## src/hdl/rename_config.svh

```systemverilog
`ifndef RENAME_CONFIG_SVH
`define RENAME_CONFIG_SVH

// architectural register file size
`define NUM_ARCH 32

// reorder slots, also the depth of the told buffer
`define NUM_ROB 16

// physical tags
// one per arch reg plus one per in-flight instruction,
// so the free list never runs dry while the told buffer has room
`define NUM_PR (`NUM_ARCH + `NUM_ROB)

// hardwired zero register, always ready
`define ZERO_REG 31

`endif

```

## src/hdl/rename_pkg.sv

```systemverilog
`include "rename_config.svh"

package rename_pkg;

  // register and slot numbers
  typedef logic [$clog2(`NUM_ARCH)-1:0] arch_idx_t;
  typedef logic [$clog2(`NUM_PR)-1:0]   phys_tag_t;
  typedef logic [$clog2(`NUM_ROB)-1:0]  rob_idx_t;

  // one map table entry
  typedef struct packed {
    phys_tag_t tag;
    logic      ready;
  } map_entry_t;

  // decoded register fields of the dispatching instruction
  typedef struct packed {
    arch_idx_t dest;
    arch_idx_t rega;
    arch_idx_t regb;
  } dispatch_req_t;

  // source tags with ready bits, to the reservation station
  typedef struct packed {
    map_entry_t t1;
    map_entry_t t2;
  } operand_tags_t;

  // result broadcast
  typedef struct packed {
    phys_tag_t tag;
    arch_idx_t dest;
  } cdb_t;

  // old mapping and its slot, to the reorder buffer
  typedef struct packed {
    phys_tag_t told;
    rob_idx_t  rob_idx;
  } rob_told_t;

endpackage

```

## src/hdl/free_list.sv

```systemverilog
`include "rename_config.svh"

module free_list (
  input  logic                  clock,
  input  logic                  reset,
  input  logic                  dispatch_accept,
  input  rename_pkg::rob_idx_t  alloc_idx,
  input  logic                  release_en,
  input  rename_pkg::phys_tag_t release_tag,
  input  logic                  rollback_en,
  input  rename_pkg::rob_idx_t  rollback_idx,
  output rename_pkg::phys_tag_t new_tag
);
  import rename_pkg::*;

  localparam int PTR_W = $clog2(`NUM_PR);

  // circular queue of free tags, one slot per physical tag
  phys_tag_t [`NUM_PR-1:0] tags;

  // pop side and push side
  logic [PTR_W-1:0] head;
  logic [PTR_W-1:0] tail;
  logic [PTR_W-1:0] head_inc;
  logic [PTR_W-1:0] tail_inc;

  // head right after each slot took its tag
  logic [`NUM_ROB-1:0][PTR_W-1:0] head_ckpt;

  // queue depth is not a power of two, so wrap by hand
  function automatic logic [PTR_W-1:0] wrap_inc(input logic [PTR_W-1:0] ptr);
    logic [PTR_W-1:0] last;
    last = PTR_W'(`NUM_PR - 1);
    return (ptr == last) ? '0 : ptr + 1'b1;
  endfunction

  assign head_inc = wrap_inc(head);
  assign tail_inc = wrap_inc(tail);

  // tag handed to the current dispatch
  assign new_tag = tags[head];

  // pointers
  // rollback moves head back, so squashed tags get handed out again
  always_ff @(posedge clock) begin
    if (reset) begin
      head <= '0;
      tail <= PTR_W'(`NUM_ROB);
    end else begin
      if (rollback_en) begin
        head <= head_ckpt[rollback_idx];
      end else if (dispatch_accept) begin
        head <= head_inc;
      end
      if (release_en) begin
        tail <= tail_inc;
      end
    end
  end

  // queue contents
  // first NUM_ROB entries start as the tags above the arch regs
  always_ff @(posedge clock) begin
    if (reset) begin
      for (int i = 0; i < `NUM_PR; i++) begin
        tags[i] <= phys_tag_t'((i + `NUM_ARCH) % `NUM_PR);
      end
    end else if (release_en) begin
      tags[tail] <= release_tag;
    end
  end

  // saved head per slot is already past the popped tag
  always_ff @(posedge clock) begin
    if (dispatch_accept) begin
      head_ckpt[alloc_idx] <= head_inc;
    end
  end

endmodule

```

## src/hdl/map_table.sv

```systemverilog
`include "rename_config.svh"

module map_table (
  input  logic                      clock,
  input  logic                      reset,
  input  logic                      dispatch_accept,
  input  rename_pkg::dispatch_req_t dispatch_req,
  input  rename_pkg::phys_tag_t     new_tag,
  input  logic                      cdb_en,
  input  rename_pkg::cdb_t          cdb,
  input  logic                      rollback_en,
  input  rename_pkg::rob_idx_t      rollback_idx,
  input  rename_pkg::rob_idx_t      alloc_idx,
  output rename_pkg::operand_tags_t operands,
  output rename_pkg::phys_tag_t     told
);
  import rename_pkg::*;

  // live map and its next value
  map_entry_t [`NUM_ARCH-1:0] map_q;
  map_entry_t [`NUM_ARCH-1:0] map_next;

  // one backup copy of the map per reorder slot
  map_entry_t [`NUM_ROB-1:0][`NUM_ARCH-1:0] ckpt;
  map_entry_t [`NUM_ARCH-1:0]               ckpt_next;

  // raw source entries before the bypass
  map_entry_t src_a;
  map_entry_t src_b;

  // sources and told come from the map as it stands this cycle
  assign src_a = map_q[dispatch_req.rega];
  assign src_b = map_q[dispatch_req.regb];
  assign told  = map_q[dispatch_req.dest].tag;

  always_comb begin
    operands.t1.tag = src_a.tag;
    operands.t2.tag = src_b.tag;
    // cdb bypass
    // a tag on the cdb right now counts as ready
    // tags are unique, so a tag match alone is enough here
    operands.t1.ready = src_a.ready || (cdb_en && (cdb.tag == src_a.tag));
    operands.t2.ready = src_b.ready || (cdb_en && (cdb.tag == src_b.tag));
  end

  // next map
  // rollback first, cdb on top, dispatch write last
  always_comb begin
    map_next = map_q;
    if (rollback_en) begin
      map_next = ckpt[rollback_idx];
    end
    // only if dest still maps to this tag
    // otherwise the dest was renamed again and the broadcast is stale
    if (cdb_en && (map_q[cdb.dest].tag == cdb.tag)) begin
      map_next[cdb.dest].ready = 1'b1;
    end
    if (dispatch_accept) begin
      // new tag, result not produced yet
      map_next[dispatch_req.dest] = '{tag: new_tag, ready: 1'b0};
      // zero reg stays ready even when named as dest
      map_next[`ZERO_REG].ready = 1'b1;
    end
  end

  // checkpoint image
  // mapping after this dispatch with every entry marked ready
  always_comb begin
    ckpt_next = map_next;
    for (int i = 0; i < `NUM_ARCH; i++) begin
      ckpt_next[i].ready = 1'b1;
    end
  end

  // identity map out of reset
  always_ff @(posedge clock) begin
    if (reset) begin
      for (int i = 0; i < `NUM_ARCH; i++) begin
        map_q[i] <= '{tag: phys_tag_t'(i), ready: 1'b1};
      end
    end else begin
      map_q <= map_next;
    end
  end

  // backup copies
  always_ff @(posedge clock) begin
    if (dispatch_accept) begin
      ckpt[alloc_idx] <= ckpt_next;
    end
  end

endmodule

```

## src/hdl/rename_stage.sv

```systemverilog
module rename_stage (
  input  logic                      clock,
  input  logic                      reset,
  input  logic                      dispatch_en,
  input  rename_pkg::dispatch_req_t dispatch_req,
  input  logic                      cdb_en,
  input  rename_pkg::cdb_t          cdb,
  input  logic                      retire_en,
  input  logic                      rollback_en,
  input  rename_pkg::rob_idx_t      rollback_idx,
  output rename_pkg::operand_tags_t operands,
  output rename_pkg::rob_told_t     rob_told,
  output logic                      stall
);
  import rename_pkg::*;

  // dispatch handshake from the told buffer
  logic      dispatch_accept;
  rob_idx_t  alloc_idx;

  // tag flow between the blocks
  phys_tag_t new_tag;
  phys_tag_t told;
  logic      release_en;
  phys_tag_t release_tag;

  // to the reorder buffer
  assign rob_told = '{told: told, rob_idx: alloc_idx};

  // arch to phys map, ready bits, checkpoints
  map_table u_map_table (
    .clock           (clock),
    .reset           (reset),
    .dispatch_accept (dispatch_accept),
    .dispatch_req    (dispatch_req),
    .new_tag         (new_tag),
    .cdb_en          (cdb_en),
    .cdb             (cdb),
    .rollback_en     (rollback_en),
    .rollback_idx    (rollback_idx),
    .alloc_idx       (alloc_idx),
    .operands        (operands),
    .told            (told)
  );

  // pool of unmapped tags
  free_list u_free_list (
    .clock           (clock),
    .reset           (reset),
    .dispatch_accept (dispatch_accept),
    .alloc_idx       (alloc_idx),
    .release_en      (release_en),
    .release_tag     (release_tag),
    .rollback_en     (rollback_en),
    .rollback_idx    (rollback_idx),
    .new_tag         (new_tag)
  );

  // reorder buffer stand-in that owns stall
  told_buffer u_told_buffer (
    .clock           (clock),
    .reset           (reset),
    .dispatch_en     (dispatch_en),
    .told            (told),
    .retire_en       (retire_en),
    .rollback_en     (rollback_en),
    .rollback_idx    (rollback_idx),
    .dispatch_accept (dispatch_accept),
    .alloc_idx       (alloc_idx),
    .release_en      (release_en),
    .release_tag     (release_tag),
    .stall           (stall)
  );

endmodule

```

## src/hdl/told_buffer.sv

```systemverilog
`include "rename_config.svh"

module told_buffer (
  input  logic                  clock,
  input  logic                  reset,
  input  logic                  dispatch_en,
  input  rename_pkg::phys_tag_t told,
  input  logic                  retire_en,
  input  logic                  rollback_en,
  input  rename_pkg::rob_idx_t  rollback_idx,
  output logic                  dispatch_accept,
  output rename_pkg::rob_idx_t  alloc_idx,
  output logic                  release_en,
  output rename_pkg::phys_tag_t release_tag,
  output logic                  stall
);
  import rename_pkg::*;

  localparam int CNT_W = $clog2(`NUM_ROB) + 1;

  // told tags in program order
  phys_tag_t [`NUM_ROB-1:0] told_mem;

  // oldest entry, next free slot, occupancy
  rob_idx_t         head;
  rob_idx_t         tail;
  logic [CNT_W-1:0] count;

  // distance from head to the rollback slot, and what survives
  rob_idx_t         keep_dist;
  logic [CNT_W-1:0] keep_count;

  // full when every reorder slot is in flight
  assign stall = (count == CNT_W'(`NUM_ROB));

  // the one place where dispatch is gated by back-pressure
  assign dispatch_accept = dispatch_en && !stall;
  assign alloc_idx       = tail;

  // retire on empty does nothing; rollback wins over retire
  assign release_en  = retire_en && (count != '0) && !rollback_en;
  assign release_tag = told_mem[head];

  // slot k itself survives, hence the +1
  // gives 1..NUM_ROB, so a full buffer cut at its last slot stays full
  assign keep_dist  = rollback_idx - head;
  assign keep_count = {1'b0, keep_dist} + 1'b1;

  always_ff @(posedge clock) begin
    if (reset) begin
      head  <= '0;
      tail  <= '0;
      count <= '0;
    end else if (rollback_en) begin
      // drop everything younger than slot k
      tail  <= rollback_idx + 1'b1;
      count <= keep_count;
    end else begin
      if (dispatch_accept) begin
        tail <= tail + 1'b1;
      end
      if (release_en) begin
        head <= head + 1'b1;
      end
      case ({dispatch_accept, release_en})
        2'b10:   count <= count + 1'b1;
        2'b01:   count <= count - 1'b1;
        default: count <= count;
      endcase
    end
  end

  // payload, written at the allocated slot
  always_ff @(posedge clock) begin
    if (dispatch_accept && !rollback_en) begin
      told_mem[tail] <= told;
    end
  end

endmodule

```

## config.mk

```make
export PLATFORM = sky130hd
export DESIGN_NAME = rename_stage
export DESIGN_NICKNAME = d
export VERILOG_FILES = /design/src/hdl/rename_pkg.sv /design/src/hdl/free_list.sv /design/src/hdl/map_table.sv /design/src/hdl/rename_stage.sv /design/src/hdl/told_buffer.sv
export VERILOG_INCLUDE_DIRS = /design/src /design/src/hdl
export SDC_FILE = /design/constraint.sdc
export NUM_CORES = 2
export LEC_CHECK = 0
export ABC_CLOCK_PERIOD_IN_PS = 21300
export BUFFER_PORTS_ARGS = -buffer_cell sky130_fd_sc_hd__buf_2
export CAP_MARGIN = 10
export CORE_UTILIZATION = 66
export CTS_BUF_LIST = sky130_fd_sc_hd__clkbuf_4 sky130_fd_sc_hd__clkbuf_8
export DETAILED_ROUTE_END_ITERATION = 12
export MAX_ROUTING_LAYER = met4
export PLACE_DENSITY = 0.81
export SLEW_MARGIN = 20
export SYNTH_ARGS = -nofsm -noshare
export SYNTH_HDL_FRONTEND = slang
export SYNTH_SLANG_ARGS = --single-unit
```

## constraint.sdc

```tcl
create_clock -name clock -period 21.3 [get_ports clock]
set_clock_uncertainty 0.2 [all_clocks]
set_input_delay 1.065 -clock clock [delete_from_list [all_inputs] [get_ports clock]]
set_output_delay 1.065 -clock clock [all_outputs]
set_load 0.02 [all_outputs]
```

Word-level counts from Yosys, hierarchy flattened
Cells that the tools add are included.
- $lt $le $gt $ge: 13
- add/sub/neg operators: 9
- equal/unequal tests: 8
- reductions and logical operators: 20
- muxes and demuxes: 43
- bitwise logic cells: 1
- operators by type and width (operator ; count):
    3584-bit bitwise mux ; 1
    224-bit 2-to-1 mux ; 5
    224-bit binary-select mux with 4-bit select ; 1
    224-bit demux with 4-bit select ; 1
    224-bit bitwise mux ; 2
    288-bit bitwise mux ; 1
    96-bit bitwise mux ; 2
    7-bit binary-select mux with 5-bit select ; 4
    7-bit demux with 5-bit select ; 2
    6-bit 2-to-1 mux ; 9
    6-bit binary-select mux with 4-bit select ; 2
    6-bit binary-select mux with 6-bit select ; 1
    6-bit demux with 6-bit select ; 1
    7-bit 2-to-1 mux ; 5
    6-bit demux with 4-bit select ; 1
    5-bit by 6-bit less-than comparator with 1-bit output (second input constant) ; 4
    6-bit == test ; 3
    4-bit by 5-bit less-than comparator with 1-bit output (second input constant) ; 3
    6-bit by 7-bit less-than comparator with 1-bit output (second input constant) ; 2
    4-bit by 1-bit adder with 4-bit output (second input constant) ; 3
    6-bit by 1-bit adder with 6-bit output (second input constant) ; 2
    6-bit == test (second input constant) ; 2
    1-bit logical AND ; 11
    5-bit by 1-bit greater-or-equal comparator with 1-bit output (second input constant) ; 2
    other kinds (21) ; 24
- output and inout port bits: 25
- word-level logic and storage cells: 1267
- input port bits: 36
- register bits after elaboration: 4313

Depth between registers and ports, before layout
- word-level depth: 9
- depth in mapped cells: 15
- mapped depth without buffers: 10

Modules after synthesis
Synthesis repeated with hierarchy kept, for this count alone.
- cell total of the unflattened synthesis: 8160
- area, all modules: 155221.4 µm²
- by module, submodules not included (module ; sequential area each (µm²) ; cells an instance ; instances ; area an instance (µm²)):
    map_table ; 96732.8 ; 6249 ; 1 ; 132854.9
    free_list ; 8888.5 ; 1633 ; 1 ; 17614.4
    told_buffer ; 3143.0 ; 278 ; 1 ; 4752.1

Worst setup path after synthesis
OpenSTA, ideal clock, no wires.
- path type: input to register
- from: input port dispatch_en
- to: register u_free_list.head_ckpt[18] (netlist name), enable pin
- data arrival time: 15.427 ns
- library setup time: 0.997 ns
- buffers on the path: 1
- stages: 4
- setup slack: 4.676 ns
- required time: 20.103 ns
- cell sequence: a21boi_1 clkbuf_1 nand3_1 nor3_1
- word-level cells in the longest chain between the ends: 1
- RTL lines (element ; RTL line ; text):
    start: declaration ; rename_stage.sv:4 ; input logic dispatch_en,
    1-bit logical AND ; told_buffer.sv:37 ; assign dispatch_accept = dispatch_en && !stall;
    end signal: indexed assignment ; free_list.sv:76 ; head_ckpt[alloc_idx] <= head_inc;
    end: declaration ; free_list.sv:28 ; logic [`NUM_ROB-1:0][PTR_W-1:0] head_ckpt;
Every way passes these cells.
A chain may end at the register's enable or synchronous reset.

==> impl_results.md <==
* All-Layer GR Usage at 0.3688
* VDD IR max at 0.07957 mV
* Die Wd at 485.0 um
* Vias in the first global route at approximately 86000
* Row count at 176
* Top cells by count, synth: edfxtp_1, mux4_2, dfxtp_1
* WL final at 417.5 mm
* Slowest-stage cell, CP: o31ai_1
* Minimum clock period after layout at 6258 ps
* Final Core Density at 0.7370
* R2R Setup Slk at 15400 ps
* Wire per inst at 35.01 um
* Initial DRC Count at between 10000 and 15000
* Worst relative slew slack at 0.1810
* Number of synthesized flops with an enable pin at 3264
* Hold buffers post-CTS at 0
* Buf+Inv Stages, Crit Path at 3
* CTS resizes at 0
* Yosys warns at 0
* Pleak at 55.95 nW
* Final period util at 0.2938
* Ys flop type: edfxtp_1
* # setup viols final at 0
* Nets at 8456
* HPWL Detailed at 231.3 mm
* CTS tree: built
* Initial Util at 0.6666
* H-tree depth at 6
* First-pass GRT wire length at 597.2 mm
* Setup TNS Final at 0 ps
* # DRC at 0
* Fillers at between 10000 and 15000
* WP data required at 20030 ps
* Largest net degree at the start of global routing at 153
* Reg2Reg Depth at 9
* Clock Path Buffers at 4
* Core area at between 0.2 and 0.25 mm2
* Count of cell types in the netlist at between 70 and 80
* Clk pin slew, worst setup/hold paths at 60 ps
* Worst Setup EP: operands[0]
* Design Area, Final at 0.1702 mm2
* Placed Area at 0.1579 mm2
* Pre-Repair DR Iteration Count at 8
* Die height at 485.0 um
* GPL Wtd Cong at approximately 1.0
* Sequential share of the synthesized area at 0.7063
* Final antenna-violating net count at 0
* Total gr overflow at 0
* Post-synthesis register bit count at between 3000 and 4000
* CP Launch Type: input port
* Unrepaired setup endpoints after global routing: no
* CP startpoint: dispatch_req[0]
* Worst-Skew Late Latency at about 1200 ps
* Vias per cell at between 7 and 8
* Reg2reg start: u_free_list.head[0]$_SDFFE_PP0P_
* Input/output buffers at 60
* Tightest Hold Check Type: input port to flop
* Ranking of synthesized cells by area: edfxtp_1, mux4_2, dfxtp_1
* CP Capture Type: output pin
* Crit path cell chain: buf_4 > buf_4 > mux4_2 > mux4_2 > a22o_1 > xnor2_1 > o211ai_1 > o31ai_1 > buf_2
* Maximum fanout along the worst path at 26
* Crit path largest cell delay at 810 ps
* Arrival time worst endpoint at 4990 ps
* Pwr dens at 94.15 mW/mm2
* Vias after detailed routing at 86177
* CTS Root Cell: clkbuf_8
* CTS Buf Count at 593
* P&R area growth vs syn at 10.56%
* Post-synthesis async set-or-reset flop share at 0
* Mapped Nets at between 8000 and 9000
* Levels on crit path at 9
* Status: completed
* Post-Syn Area at 0.1540 mm2
* Io pins at 61
* Setup repair bufs after CTS at 0
* CP top delay family: compound AO/OA/AOI/OAI gates
* Clock Sinks at 3801
* Hold_ws at about 220 ps
* Max Slew Vio Count at 0
* Total power at approximately 16 mW
* Hold Fails Final Rpt at 0
* Most area-hungry cell type in the Yosys netlist: edfxtp_1
* Synth Instances at between 8000 and 9000
* Most common cell in the netlist: edfxtp_1
* Share of layout cells above drive strength 1 at 0.2987
* Total of max-cap violations at 0
* Slew @ Worst Pin at 1229 ps
* Fmax at 0.1598 GHz
* Die Area at about 0.24 mm2
* Reg-to-Reg End: u_map_table.map_q[101]$_SDFF_PP1_
* Share of the synthesized area in the top cell type at 0.6365
* Antenna violations before repair at 41
* Crit Path Class: input port to output pin
* Syn_area_per_cell at 19.03 um2
[state kept, by name (all words and copies together), names as in the netlist]
register / count
u_map_table.map_q: 224
u_told_buffer.told_mem: 96
u_free_list.head: 6
u_free_list.tags: 288
u_told_buffer.alloc_idx: 4
u_told_buffer.count: 5
u_free_list.tail: 6
u_map_table.ckpt: 3072
u_told_buffer.head: 4
u_free_list.head_ckpt: 96
[stage by stage]
step	instances	setup slack [ps]
detailed placement	10833	13910
CTS	11882	15020
floorplan	8093	4676
global placement	10833	13970
finish	11926	15040
global route	11917	14540
[layer usage]
metal | share of wire | global-route usage
met1 | 0.35 | 0.4916
met3 | 0.14 | 0.09305
met4 | 0.043 | 0.1622
met5 | 0 | -
met2 | 0.47 | 0.5463
[worst reg2reg max path: stages (launching register included)]
cell and delay (ps):
dfxtp_4 340, buf_4 680, buf_4 750, mux4_2 660
mux4_2 530, a22o_1 270, a21oi_4 640, buf_4 710
a21oi_1 670, or2_1 370
[logic make-up (layout without fill, tap and decap cells)]
| group | count (synthesis) | count (layout) | share of synthesized area |
|---|---|---|---|
| DFF | 3801 | 3801 | 0.7063 |
| muxes | 1656 | 1656 | 0.2026 |
| and+or+nand+nor | 1116 | 1116 | 0.03556 |
| AOI/OAI and AO/OA | 896 | 896 | 0.03724 |
| buffers and inverters | 592 | 1363 | 0.01615 |
| xor gates and xnor gates | 22 | 22 | 0.001251 |
| adders and majority gates | 10 | 10 | 0.0008613 |
| other | 0 | 36 | 0 |
[worst min path at each step]
stage | from | end | slack, ps | depth (start not counted)
4_1_cts | rollback_en | u_free_list.head[4]$_SDFFE_PP0P_ | 140 | 4
3_5_place_dp | u_free_list.tags[22]$_SDFFE_PP0P_ | u_free_list.tags[22]$_SDFFE_PP0P_ | 250 | 2
2_1_floorplan | u_free_list.tags[108]$_SDFFE_PP0P_ | u_free_list.tags[108]$_SDFFE_PP0P_ | 230 | 2
6_report | rollback_en | u_free_list.head[4]$_SDFFE_PP0P_ | 220 | 4
3_3_place_gp | u_free_list.tags[2]$_SDFFE_PP0P_ | u_free_list.tags[2]$_SDFFE_PP0P_ | 240 | 2
5_1_grt | rollback_en | u_free_list.head[4]$_SDFFE_PP0P_ | 220 | 4
[layout by cell type, fill, tap and decap left out, types with 49 or more instances in the layout]
master / netlist / routed
a211oi_1: 158 / 158
clkinv_1: 2 / 62
mux4_2: 1165 / 1165
buf_4: 20 / 228
edfxtp_1: 3264 / 3264
clkbuf_4: 0 / 241
nand2b_1: 78 / 77
o21ai_0: 56 / 56
clkbuf_8: 0 / 645
a21oi_2: 6 / 49
mux2i_1: 453 / 422
nand2_1: 391 / 390
nor2_1: 197 / 169
nand3_1: 127 / 127
clkinv_2: 0 / 55
o22ai_1: 165 / 165
a21oi_1: 290 / 241
dfxtp_1: 537 / 534
o211ai_1: 109 / 109
and2_1: 189 / 189
[layout make-up]
| cell class | instances | area [um2] | share of cell area |
|---|---|---|---|
| Antenna cell | 36 | 90.09 | 0.0005292 |
| Clock buffer | 881 | 10640 | 0.06248 |
| Clock inverter | 168 | 1232 | 0.007239 |
| Inverter | 16 | 75.07 | 0.0004410 |
| Multi-Input combinational cell | 3700 | 43350 | 0.2546 |
| Sequential cell | 3801 | 108800 | 0.6389 |
| Tap cell | 3026 | 3786 | 0.02224 |
| Timing Repair Buffer | 298 | 2310 | 0.01357 |
[power by group]
| group | total (mW) | switching [mW] | internal (mW) |
|---|---|---|---|
| sequential | 8.55 | 0.136 | 8.41 |
| combinational | 1.33 | 0.859 | 0.466 |
| clock | 6.15 | 2.79 | 3.36 |
Power figures use the tool's default switching activity.
